### src/source/zbus_defs.svh
// zbus bridge constants: memory map limits, paging port and DRAM phase lengths
`ifndef ZBUS_DEFS_SVH
`define ZBUS_DEFS_SVH

// last address served by the ROM
`define ZBUS_ROM_TOP 16'h3FFF

// low byte of the paging port
`define ZBUS_PAGE_PORT 8'hFD

// fixed DRAM pages behind 0x4000 and 0x8000
`define ZBUS_PAGE_4000 3'd5
`define ZBUS_PAGE_8000 3'd2

// DRAM phase lengths, in fclk cycles
`define ZBUS_RAS_TO_CAS 2
`define ZBUS_CAS_WIDTH 2
`define ZBUS_PRECHARGE 2

`endif

### src/source/zbus_pkg.sv
// zbus bridge types: address views, decoded bus request and DRAM command
package zbus_pkg;

	// one Z80 address, seen as memory or as I/O
	typedef union packed {
		struct packed {
			logic [1:0]  window;
			logic [13:0] offset;
		} mem;
		struct packed {
			logic [7:0] high;
			logic [7:0] port;
		} io;
	} zbus_addr_u;

	typedef enum logic [2:0] {
		kind_none,
		kind_rom_rd,
		kind_dram_rd,
		kind_dram_wr,
		kind_port_wr,
		kind_refresh
	} zbus_kind_e;

	// byte address is {page, offset}
	typedef struct packed {
		zbus_kind_e  kind;
		logic [16:0] addr;
		logic [7:0]  wdata;
		logic        rom_sel;
	} zbus_req_t;

	typedef struct packed {
		logic       rank;
		logic [9:0] row;
		logic [9:0] col;
		logic       lane;
		logic       write;
	} dram_cmd_t;

endpackage

### src/source/dram_sequencer.sv
// DRAM sequencer: RAS/CAS/WE timing for read, write and CAS-before-RAS refresh
`timescale 1ns/1ps
`include "zbus_defs.svh"

module dram_sequencer (
	input  logic                 fclk,
	input  logic                 rst_n,
	input  zbus_pkg::zbus_req_t  req,
	input  logic                 req_valid,
	output logic [9:0]           ra,
	output logic [15:0]          rd_out,
	output logic                 rd_oe,
	output logic                 rwe_n,
	output logic                 rucas_n,
	output logic                 rlcas_n,
	output logic                 rras0_n,
	output logic                 rras1_n,
	output logic                 busy,
	output logic                 rdata_valid,
	output logic                 lane
);

	typedef enum logic [1:0] {
		st_idle,
		st_ras,
		st_cas,
		st_pre
	} state_e;

	state_e state;
	logic [2:0] cnt;
	logic is_ref;
	logic col_sel;
	logic start;
	zbus_pkg::dram_cmd_t new_cmd;
	zbus_pkg::dram_cmd_t cmd;
	logic [7:0] wdata;

	// byte address split: rank, row, column, lane
	always_comb
	begin
		new_cmd.rank  = req.addr[16];
		new_cmd.row   = {2'b00, req.addr[15:8]};
		new_cmd.col   = {3'b000, req.addr[7:1]};
		new_cmd.lane  = req.addr[0];
		new_cmd.write = (req.kind == zbus_pkg::kind_dram_wr);
	end

	// requests during a sequence are dropped
	assign start = req_valid && !busy && (req.kind == zbus_pkg::kind_dram_rd ||
		req.kind == zbus_pkg::kind_dram_wr || req.kind == zbus_pkg::kind_refresh);

	always_ff @(posedge fclk)
	begin
		if (start)
		begin
			cmd   <= new_cmd;
			wdata <= req.wdata;
		end
	end

	always_ff @(posedge fclk or negedge rst_n)
	begin
		if (!rst_n)
		begin
			state   <= st_idle;
			cnt     <= '0;
			is_ref  <= 1'b0;
			col_sel <= 1'b0;
			rras0_n <= 1'b1;
			rras1_n <= 1'b1;
			rucas_n <= 1'b1;
			rlcas_n <= 1'b1;
			rwe_n   <= 1'b1;
			rd_oe   <= 1'b0;
		end
		else
		begin
			case (state)
				st_idle:
					if (start)
					begin
						state   <= st_ras;
						cnt     <= '0;
						col_sel <= 1'b0;
						is_ref  <= (req.kind == zbus_pkg::kind_refresh);
						if (req.kind == zbus_pkg::kind_refresh)
						begin
							// refresh opens with CAS
							rucas_n <= 1'b0;
							rlcas_n <= 1'b0;
						end
						else
						begin
							rras0_n <= new_cmd.rank;
							rras1_n <= !new_cmd.rank;
							rwe_n   <= !new_cmd.write;
							rd_oe   <= new_cmd.write;
						end
					end
				st_ras:
				begin
					cnt <= cnt + 3'd1;
					// both ranks, one cycle behind CAS
					if (is_ref)
					begin
						rras0_n <= 1'b0;
						rras1_n <= 1'b0;
					end
					if (cnt == 3'(`ZBUS_RAS_TO_CAS - 1))
					begin
						state   <= st_cas;
						cnt     <= '0;
						col_sel <= 1'b1;
						if (!is_ref)
						begin
							// writes strobe only their lane
							rucas_n <= cmd.write && !cmd.lane;
							rlcas_n <= cmd.write && cmd.lane;
						end
					end
				end
				st_cas:
				begin
					cnt <= cnt + 3'd1;
					if (cnt == 3'(`ZBUS_CAS_WIDTH - 1))
					begin
						state   <= st_pre;
						cnt     <= '0;
						col_sel <= 1'b0;
						rras0_n <= 1'b1;
						rras1_n <= 1'b1;
						rucas_n <= 1'b1;
						rlcas_n <= 1'b1;
						rwe_n   <= 1'b1;
						rd_oe   <= 1'b0;
					end
				end
				default:
				begin
					cnt <= cnt + 3'd1;
					if (cnt == 3'(`ZBUS_PRECHARGE - 1))
						state <= st_idle;
				end
			endcase
		end
	end

	assign ra     = col_sel ? cmd.col : cmd.row;
	assign rd_out = {wdata, wdata};
	assign lane   = cmd.lane;
	assign busy   = (state != st_idle);

	// last CAS cycle of a read, data is on rd_in
	assign rdata_valid = (state == st_cas) && (cnt == 3'(`ZBUS_CAS_WIDTH - 1)) &&
		!cmd.write && !is_ref;

endmodule

### src/source/zbus_decode.sv
// Z80 bus decoder: strobe synchronizer, cycle classifier and page register
`timescale 1ns/1ps
`include "zbus_defs.svh"

module zbus_decode (
	input  logic                 fclk,
	input  logic                 rst_n,
	input  logic                 mreq_n,
	input  logic                 iorq_n,
	input  logic                 rd_n,
	input  logic                 wr_n,
	input  logic                 m1_n,
	input  logic                 rfsh_n,
	input  logic [15:0]          a,
	input  logic [7:0]           d_in,
	output zbus_pkg::zbus_req_t  req,
	output logic                 req_valid,
	output logic                 rd_active,
	output logic                 csrom,
	output logic                 romoe_n
);

	logic [5:0] sync1;
	logic [5:0] sync2;
	logic mreq_s, iorq_s, rd_s, wr_s, m1_s, rfsh_s;
	zbus_pkg::zbus_addr_u addr_u;
	zbus_pkg::zbus_kind_e nxt_kind;
	logic [2:0] page_reg;
	logic [2:0] page;
	logic cyc_hit;
	logic bus_idle;
	logic armed;
	logic fire;
	logic rom_rd;

	// two-stage synchronizer, strobes idle high
	always_ff @(posedge fclk or negedge rst_n)
	begin
		if (!rst_n)
		begin
			sync1 <= '1;
			sync2 <= '1;
		end
		else
		begin
			sync1 <= {mreq_n, iorq_n, rd_n, wr_n, m1_n, rfsh_n};
			sync2 <= sync1;
		end
	end

	assign {mreq_s, iorq_s, rd_s, wr_s, m1_s, rfsh_s} = sync2;
	assign addr_u = a;

	// window to DRAM page
	always_comb
	begin
		case (addr_u.mem.window)
			2'd1:    page = `ZBUS_PAGE_4000;
			2'd2:    page = `ZBUS_PAGE_8000;
			default: page = page_reg;
		endcase
	end

	// refresh wins over everything, M1 with IORQ is an interrupt ack
	always_comb
	begin
		nxt_kind = zbus_pkg::kind_none;
		if (!mreq_s && !rfsh_s)
			nxt_kind = zbus_pkg::kind_refresh;
		else if (!mreq_s && !rd_s)
			nxt_kind = (a <= `ZBUS_ROM_TOP) ? zbus_pkg::kind_rom_rd : zbus_pkg::kind_dram_rd;
		else if (!mreq_s && !wr_s)
			nxt_kind = (a <= `ZBUS_ROM_TOP) ? zbus_pkg::kind_none : zbus_pkg::kind_dram_wr;
		else if (!iorq_s && !wr_s && m1_s && addr_u.io.port == `ZBUS_PAGE_PORT)
			nxt_kind = zbus_pkg::kind_port_wr;
	end

	assign cyc_hit  = (!mreq_s && (!rfsh_s || !rd_s || !wr_s)) || (!iorq_s && !wr_s);
	assign bus_idle = mreq_s && iorq_s && rd_s && wr_s && rfsh_s;

	// one event per bus cycle, re-armed once every strobe is back high
	always_ff @(posedge fclk or negedge rst_n)
	begin
		if (!rst_n)
		begin
			armed <= 1'b1;
			fire  <= 1'b0;
		end
		else
		begin
			fire <= armed && cyc_hit;
			if (armed && cyc_hit)
				armed <= 1'b0;
			else if (bus_idle)
				armed <= 1'b1;
		end
	end

	always_ff @(posedge fclk)
	begin
		if (armed && cyc_hit)
		begin
			req.kind    <= nxt_kind;
			req.addr    <= {page, addr_u.mem.offset};
			req.wdata   <= d_in;
			req.rom_sel <= (nxt_kind == zbus_pkg::kind_rom_rd);
		end
	end

	// paging port takes effect one cycle after the event
	always_ff @(posedge fclk or negedge rst_n)
	begin
		if (!rst_n)
			page_reg <= 3'd0;
		else if (fire && req.kind == zbus_pkg::kind_port_wr)
			page_reg <= req.wdata[2:0];
	end

	assign req_valid = fire && req.kind != zbus_pkg::kind_none &&
		req.kind != zbus_pkg::kind_port_wr;

	assign rd_active = !rd_s;

	assign rom_rd  = !mreq_s && !rd_s && rfsh_s && (a <= `ZBUS_ROM_TOP);
	assign csrom   = rom_rd;
	assign romoe_n = !rom_rd;

endmodule

### src/source/zbus_readback.sv
// read data return: latches the DRAM word lane and drives it onto the Z80 bus
`timescale 1ns/1ps

module zbus_readback (
	input  logic        fclk,
	input  logic        rst_n,
	input  logic        rdata_valid,
	input  logic        lane,
	input  logic        rd_active,
	input  logic [15:0] rd_in,
	output logic [7:0]  d_out,
	output logic        d_oe
);

	logic [7:0] lane_byte;

	// odd addresses live in the upper half
	assign lane_byte = lane ? rd_in[15:8] : rd_in[7:0];

	always_ff @(posedge fclk)
	begin
		if (rdata_valid)
			d_out <= lane_byte;
	end

	// held until the Z80 ends its read
	always_ff @(posedge fclk or negedge rst_n)
	begin
		if (!rst_n)
			d_oe <= 1'b0;
		else if (!rd_active)
			d_oe <= 1'b0;
		else if (rdata_valid)
			d_oe <= 1'b1;
	end

endmodule

### src/source/zbus_top.sv
// Z80 to DRAM/ROM bridge top level
`timescale 1ns/1ps

module zbus_top (
	input  logic        fclk,
	input  logic        rst_n,

	// z80
	input  logic        mreq_n,
	input  logic        iorq_n,
	input  logic        rd_n,
	input  logic        wr_n,
	input  logic        m1_n,
	input  logic        rfsh_n,
	input  logic [15:0] a,
	input  logic [7:0]  d_in,
	output logic [7:0]  d_out,
	output logic        d_oe,

	// rom
	output logic        csrom,
	output logic        romoe_n,

	// dram
	output logic [9:0]  ra,
	output logic [15:0] rd_out,
	output logic        rd_oe,
	input  logic [15:0] rd_in,
	output logic        rwe_n,
	output logic        rucas_n,
	output logic        rlcas_n,
	output logic        rras0_n,
	output logic        rras1_n
);

	zbus_pkg::zbus_req_t req;
	logic req_valid;
	logic rd_active;
	logic rdata_valid;
	logic lane;

	zbus_decode u_decode (
		.fclk      (fclk),
		.rst_n     (rst_n),
		.mreq_n    (mreq_n),
		.iorq_n    (iorq_n),
		.rd_n      (rd_n),
		.wr_n      (wr_n),
		.m1_n      (m1_n),
		.rfsh_n    (rfsh_n),
		.a         (a),
		.d_in      (d_in),
		.req       (req),
		.req_valid (req_valid),
		.rd_active (rd_active),
		.csrom     (csrom),
		.romoe_n   (romoe_n)
	);

	dram_sequencer u_dram (
		.fclk        (fclk),
		.rst_n       (rst_n),
		.req         (req),
		.req_valid   (req_valid),
		.ra          (ra),
		.rd_out      (rd_out),
		.rd_oe       (rd_oe),
		.rwe_n       (rwe_n),
		.rucas_n     (rucas_n),
		.rlcas_n     (rlcas_n),
		.rras0_n     (rras0_n),
		.rras1_n     (rras1_n),
		.busy        (),
		.rdata_valid (rdata_valid),
		.lane        (lane)
	);

	zbus_readback u_readback (
		.fclk        (fclk),
		.rst_n       (rst_n),
		.rdata_valid (rdata_valid),
		.lane        (lane),
		.rd_active   (rd_active),
		.rd_in       (rd_in),
		.d_out       (d_out),
		.d_oe        (d_oe)
	);

endmodule

### config.mk
export PLATFORM = sky130hd
export DESIGN_NAME = zbus_top
export DESIGN_NICKNAME = d
export VERILOG_FILES = /design/src/source/zbus_pkg.sv /design/src/source/dram_sequencer.sv /design/src/source/zbus_decode.sv /design/src/source/zbus_readback.sv /design/src/source/zbus_top.sv
export VERILOG_INCLUDE_DIRS = /design/src /design/src/source
export SDC_FILE = /design/constraint.sdc
export NUM_CORES = 1
export LEC_CHECK = 0
export BUFFER_PORTS_ARGS = -buffer_cell sky130_fd_sc_hd__buf_2
export CAP_MARGIN = 25
export CORE_UTILIZATION = 35
export DETAILED_ROUTE_END_ITERATION = 10
export GPL_ROUTABILITY_DRIVEN = 0
export PLACE_DENSITY_LB_ADDON = 0.15
export SLEW_MARGIN = 20
export SYNTH_ARGS = -nofsm -noshare
export SYNTH_HDL_FRONTEND = slang
export SYNTH_SLANG_ARGS = --single-unit
### constraint.sdc
create_clock -name fclk -period 2.75 [get_ports fclk]
set_input_delay 0.55 -clock fclk [delete_from_list [all_inputs] [get_ports fclk]]
set_output_delay 0.55 -clock fclk [all_outputs]
set_load 0.01 [all_outputs]
==> impl_results.md, run 1 <==
* # resized after CTS at 0
* # rows at 37
* Syn_area_per_cell at 15.95 µm²
* Fin crit share at between 70% and 80%
* Power per standard cell area at 770.2 nW/µm²
* Total negative slack at 0 ps
* FF-to-FF Start: u_dram.state[0]
* Cell taking the most area after synthesis: edfxtp_1
* Final setup vio count at 0
* Die X at 104.4 µm
* WHS at between 200 and 250 ps
* Post-synth top area share at 49.93%
* Vias per cell at 4.549
* CP endpoint kind: primary output
* Port bufs at 88
* Layout Utilization at 43.16%
* Synthesis-to-layout area growth at 20.36%
* CP max FO at 9
* Reg2reg end: u_dram.rd_oe
* Total die area at 10,900 µm²
* Worst path slowest cell: dfrtp_1
* Mux cell area share after synthesis at 7.981%
* Max-slew headroom at a little over half
* Fin cells at 459
* GRT Util Overall at 12.63%
* Placed Instance Area at 4210 µm²
* Max Slew Vio Count at 0
* Drt first pass iters at 4
* Simple-gate share of the synthesized area at about 6.4%
* #FFs+latches synth at 92
* Sequential-to-total area share from yosys stat at 71.69%
* # Post-CTS Setup Buffers at 0
* Max reg flops at 28
* Num CTS Buffers at 9
* Final Hold Viols at 0
* CTS tree: done
* Hold crit path type: in -> async
* Htree depth at 3
* DRC violation total after the first TritonRoute iteration at 95
* DRC errors left at 0
* DR vias at 2,088
* ANT cells at 0
* Synth Area in Adders at 3.070%
* RSZ-0062 raised after global routing: false
* Asr flop ratio synth at about a third
* Number of global-route vias before repair at 2,096
* Skew-Pair Late Insertion Delay at 350 ps
* Synth Warn # at 0
* Post-detail-place hpwl at between 4000 and 5000 µm
* Initial antenna violation count at 0
* Io pins at 91
* Top cells by area, synth: edfxtp_1 50%, dfstp_2 13%, dfrtp_1 8.9%
* Crit path launch type: register
* Fin Clk Skew at around 9 ps
* EDFF count, synth at 61
* Max-cap viol count at 0
* Routed WL per cell at 13.87 µm
* Fmax at approximately 490 MHz
* Synth Area in Compound Gates at 6.651%
* Worst reg2reg path depth at 5
* Share of layout cells above drive strength 1 at about half
* Clock net sink count at just over 90
* Initial Util at between 30% and 40%
* Period minus WS final at 2052 ps
* NumNets Final at between 300 and 400
* Chip Height at 104.4 µm
* Crit path cell chain: mux2_2 -> buf_2
* Dpl cells at between 400 and 500
* Main synth FF type: edfxtp_1
* ANT nets after route at 0
* Worst EP required at ~2200 ps
* Clock buffer depth at 2
* Core Footprint at 10,230 µm²
* Global route total overflow at 0
* VDD IR-drop max at 0.0003443 V
* Biggest regs: u_decode.req x28, u_dram.cmd x16
* Clk root buf: clkbuf_8
* Yosys cell types at 46
* Clock transition at the registers of the reported paths at about 90 ps
* Biggest register: u_decode.req
* Main combinational cell family by area after synthesis: multiplexers
* Syn Std Cell Area at 3669 µm²
* Fin area at 4415 µm²
* Pin slew with the least headroom to its limit at ~710 ps
* Worst Setup Path Type: reg -> out
* FF-to-FF setup slack at 890 ps
* Synth Area in XOR/XNOR at 0%
* Static Leak at 1.784 nW
* Status: complete, no violations
* Largest net degree at the start of global routing at 32
* Crit path DAT at 1500 ps
* First-pass GRT wire length at 10,530 µm
* CP max stage delay at between 600 and 700 ps
* Drt total wl at 6368 µm
* Post-CTS Hold Buffers at 0
* Cells after synthesis at 230
## cells in the mapped netlist, drive strengths merged (3+ instances only)
cell type / number
buf: 13
mux2i: 3
nor2: 10
ha: 9
dfstp: 18
nand2: 8
dfrtp: 13
inv: 12
edfxtp: 61
nand2b: 4
a21oi: 5
o21ai: 10
nor2b: 4
nand3: 3
mux2: 23
a31oi: 4
a211oi: 3
## layout by cell type, fill, tap and decap left out, drive strengths merged, types with 2 or more instances in the layout
cell	instances
a211oi	3
a21oi	5
a31oi	4
a32o	2
buf	91
clkbuf	9
conb	2
dfrtp	13
dfstp	18
edfxtp	61
ha	9
inv	16
mux2	23
mux2i	3
nand2	8
nand2b	4
nand3	3
nand4b	2
nor2	10
nor2b	4
o21a	2
o21ai	10
## cells by family (layout without fill, tap and decap cells)
group | after synthesis | in the layout
AOI/OAI and AO/OA | 35 | 35
adders and majority gates | 9 | 9
buffers and inverters | 27 | 119
DFF | 92 | 92
muxes | 26 | 26
other | 1 | 2
and+or+nand+nor | 40 | 40
## layer usage
layer / wire (µm) / track usage [%] / share of wire [%] / up-vias
li1: - / - / - / 1008
met1: 3033 / 16.84 / 48 / 1004
met2: 2929 / 19.77 / 46 / 63
met3: 291 / 2.444 / 4.6 / 13
met4: 113 / 6.122 / 1.8 / 0
met5: 0 / 0 / 0 / -
## cell type report
cell class / instances / area [µm²]
Fill cell: 956 / 5816
Multi-Input combinational cell: 112 / 902.1
Timing Repair Buffer: 91 / 462.9
Clock inverter: 7 / 81.33
Tap cell: 136 / 170.2
Sequential cell: 92 / 2630
Clock buffer: 9 / 123.9
Inverter: 12 / 45.04
## worst max-delay path by stage
stage                     cells after the start       endpoint            start  slack [ps]
after global routing                          2          ra[6]   u_dram.col_sel         600
after global placement                        7          csrom            a[14]         770
after CTS                                     2          ra[6]   u_dram.col_sel         660
final                                         2          ra[6]   u_dram.col_sel         700
after floorplan                               5  u_dram.cmd[0]  u_dram.state[0]         420
after detailed placement                      7          csrom            a[14]         740
## critical path: cells and delay by family (launching register included)
family / cells / cell delay [ps]
muxes: 1 / 380
buffers and inverters: 1 / 140
DFF: 1 / 630
## power by group
group / total (mW) / leakage (nW) / internal (mW) / switching (mW)
clock: 0.930 / 0.102 / 0.437 / 0.494
combinational: 0.783 / 0.776 / 0.372 / 0.411
sequential: 1.69 / 0.906 / 1.61 / 0.0787
## metrics by stage
| step | power (mW) | setup slack [ps] |
|---|---|---|
| global route | 3.597 | 598.9 |
| floorplan | 2.301 | 421.7 |
| global placement | 2.486 | 766.7 |
| CTS | 3.452 | 660.7 |
| finish | 3.401 | 698.2 |
| detailed placement | 2.511 | 743.6 |
Power figures use the tool's default switching activity.
==> run 2, diff against run 1 <==
- clock period: 2.75 -> 2.1 ns (I/O delays scaled with it)
==> run 2 against run 1 <==
  * Utilization is 0.22 points higher
  * Clock power increased by 42%
  * First-iteration DRC count down 28%
  * Combinational power grew 33%
  * Wire length about the same
  * Final area is 0.51% higher
  * Non-clock buffer count is 1 higher
  * Largest cell class unchanged
==> impl_results.md, run 2 (synthesis gave the netlist of run 1 again) <==
* Status: complete, no violations
* Vias per cell at ~4.5
* Port bufs at 88
* Total negative slack at 0 ps
* First-pass GRT wire length at ~10,000 µm
* Pin slew with the least headroom to its limit at between 700 and 800 ps
* Clk root buf: clkbuf_8
* Max reg flops at 28
* Core Footprint at 10,230 µm²
* Share of layout cells above drive strength 1 at 49.07%
* ANT nets after route at 0
* DRC violation total after the first TritonRoute iteration at 68
* Static Leak at 1.797 nW
* ANT cells at 0
* Max Slew Vio Count at 0
* Htree depth at 3
* Fill cell count at 956
* Initial antenna violation count at 0
* Chip Height at roughly 100 µm
* Largest net degree at the start of global routing at 32
* Total die area at 10,900 µm²
* Clock buffer depth at 2
* VDD IR-drop max at 0.0003872 V
* Biggest register: u_decode.req
* Synthesis-to-layout area growth at 20.98%
* Max-cap viol count at 0
* Final Hold Viols at 0
* Die X at 104.4 µm
* Post-detail-place hpwl at 4378 µm
* # rows at 37
* CTS tree: done
* NumNets Final at 376
* Global route total overflow at 0
* Setup ws final at 150.1 ps
* Crit path DAT at 1530 ps
* RSZ-0062 raised after global routing: false
* Fmax at between 500 and 600 MHz
* Post-CTS Hold Buffers at 0
* Max-slew headroom at 51.37%
* GRT Util Overall at 12.53%
* # Post-CTS Setup Buffers at 0
* Fin Clk Skew at 5.283 ps
* Skew-Pair Late Insertion Delay at around 360 ps
* CP max FO at 9
* Most frequent cells in the layout: 88 x buf_2, 61 x edfxtp_1, 22 x mux2_2
* Clock transition at the registers of the reported paths at around 90 ps
* Worst EP required at 1680 ps
* Power per standard cell area at around 1000 nW/µm²
* DR vias at between 2,000 and 2,500
* Crit path launch type: register
* Number of global-route vias before repair at 2,057
* Clock net sink count at 92
* Drt first pass iters at 4
* Routed WL per cell at approximately 14 µm
* Num CTS Buffers at 9
* Most common cell after layout, fill and taps aside: buf_2
* CP endpoint kind: primary output
* Period minus WS final at 1950 ps
* Drt total wl at between 6000 and 7000 µm
* Fin crit share at 92.85%
* Initial Util at between 30% and 40%
* Final setup vio count at 0
* Worst Setup Path Type: reg -> out
* DRC errors left at 0
* Biggest regs: u_decode.req x28, u_dram.cmd x16
* Post-place setup slack at 277.1 ps
* Io pins at roughly 90
* # resized after CTS at 0
* Hold crit path type: in -> async
run 2: cell types whose count changed in the layout (fill, tap and decap cells not counted), sizes merged:
cell    previous run  this run
buf               91        92
bufinv             1         2
clkinv             1         2
inv               16        14
run 2: worst paths after layout:
path / startpoint / end / slack [ps] / depth (start not counted)
max: u_dram.col_sel / ra[6] / 150 / 2
min: rst_n / u_decode.page_reg[1] / 110 / 1
max reg2reg: u_dram.state[0] / u_dram.rd_oe / 240 / 5
min reg2reg: u_decode.sync1[1] / u_decode.sync2[1] / 360 / 0
max in group asynchronous: rst_n / u_readback.d_oe / 1520 / 1
min in group fclk: rd_n / u_decode.sync1[3] / 150 / 1
run 2: area by class of cell:
class | count | area (µm²) | share of cell area, %
multi-input cells | 112 | 902.1 | 20.33
clock buffers | 9 | 123.9 | 2.791
repair buffers | 92 | 470.5 | 10.60
flip-flops and latches | 92 | 2630 | 59.26
inverters | 12 | 45.04 | 1.015
well taps | 136 | 170.2 | 3.834
clock inverters | 7 | 96.34 | 2.171
run 2: per-layer routing:
layer  part of all wire [%]  up-vias  global-route usage (%)
met2                     47       68                   19.73
met1                     46      982                   16.07
li1                       -     1010                       -
met3                    5.6       10                   3.571
met4                    1.6        0                   5.510
met5                      0        -                       0
run 2: worst max-delay path, cell delays in order, from the launching register on:
cell     delay [ps]
dfrtp_1         630
mux2_2          400
buf_2           140
run 2: report_power, final:
part           internal [mW]  total, mW  switching [mW]
clock                  0.677       1.32           0.639
combinational          0.487       1.04           0.549
sequential              2.11       2.21           0.104
run 2: metrics by stage:
step / hold WS [ps] / cell area [µm²] / power [mW] / instances / util (%)
after floorplan: 124.4 / 3681 / 3.016 / 231 / -
after global placement: 345.4 / 4218 / 3.262 / 444 / 41.23
after detailed placement: 347.2 / 4218 / 3.291 / 444 / 41.23
after CTS: 134.8 / 4438 / 4.622 / 460 / 43.38
after global routing: 124.5 / 4438 / 4.834 / 460 / 43.38
final: 114.1 / 4438 / 4.562 / 460 / 43.38
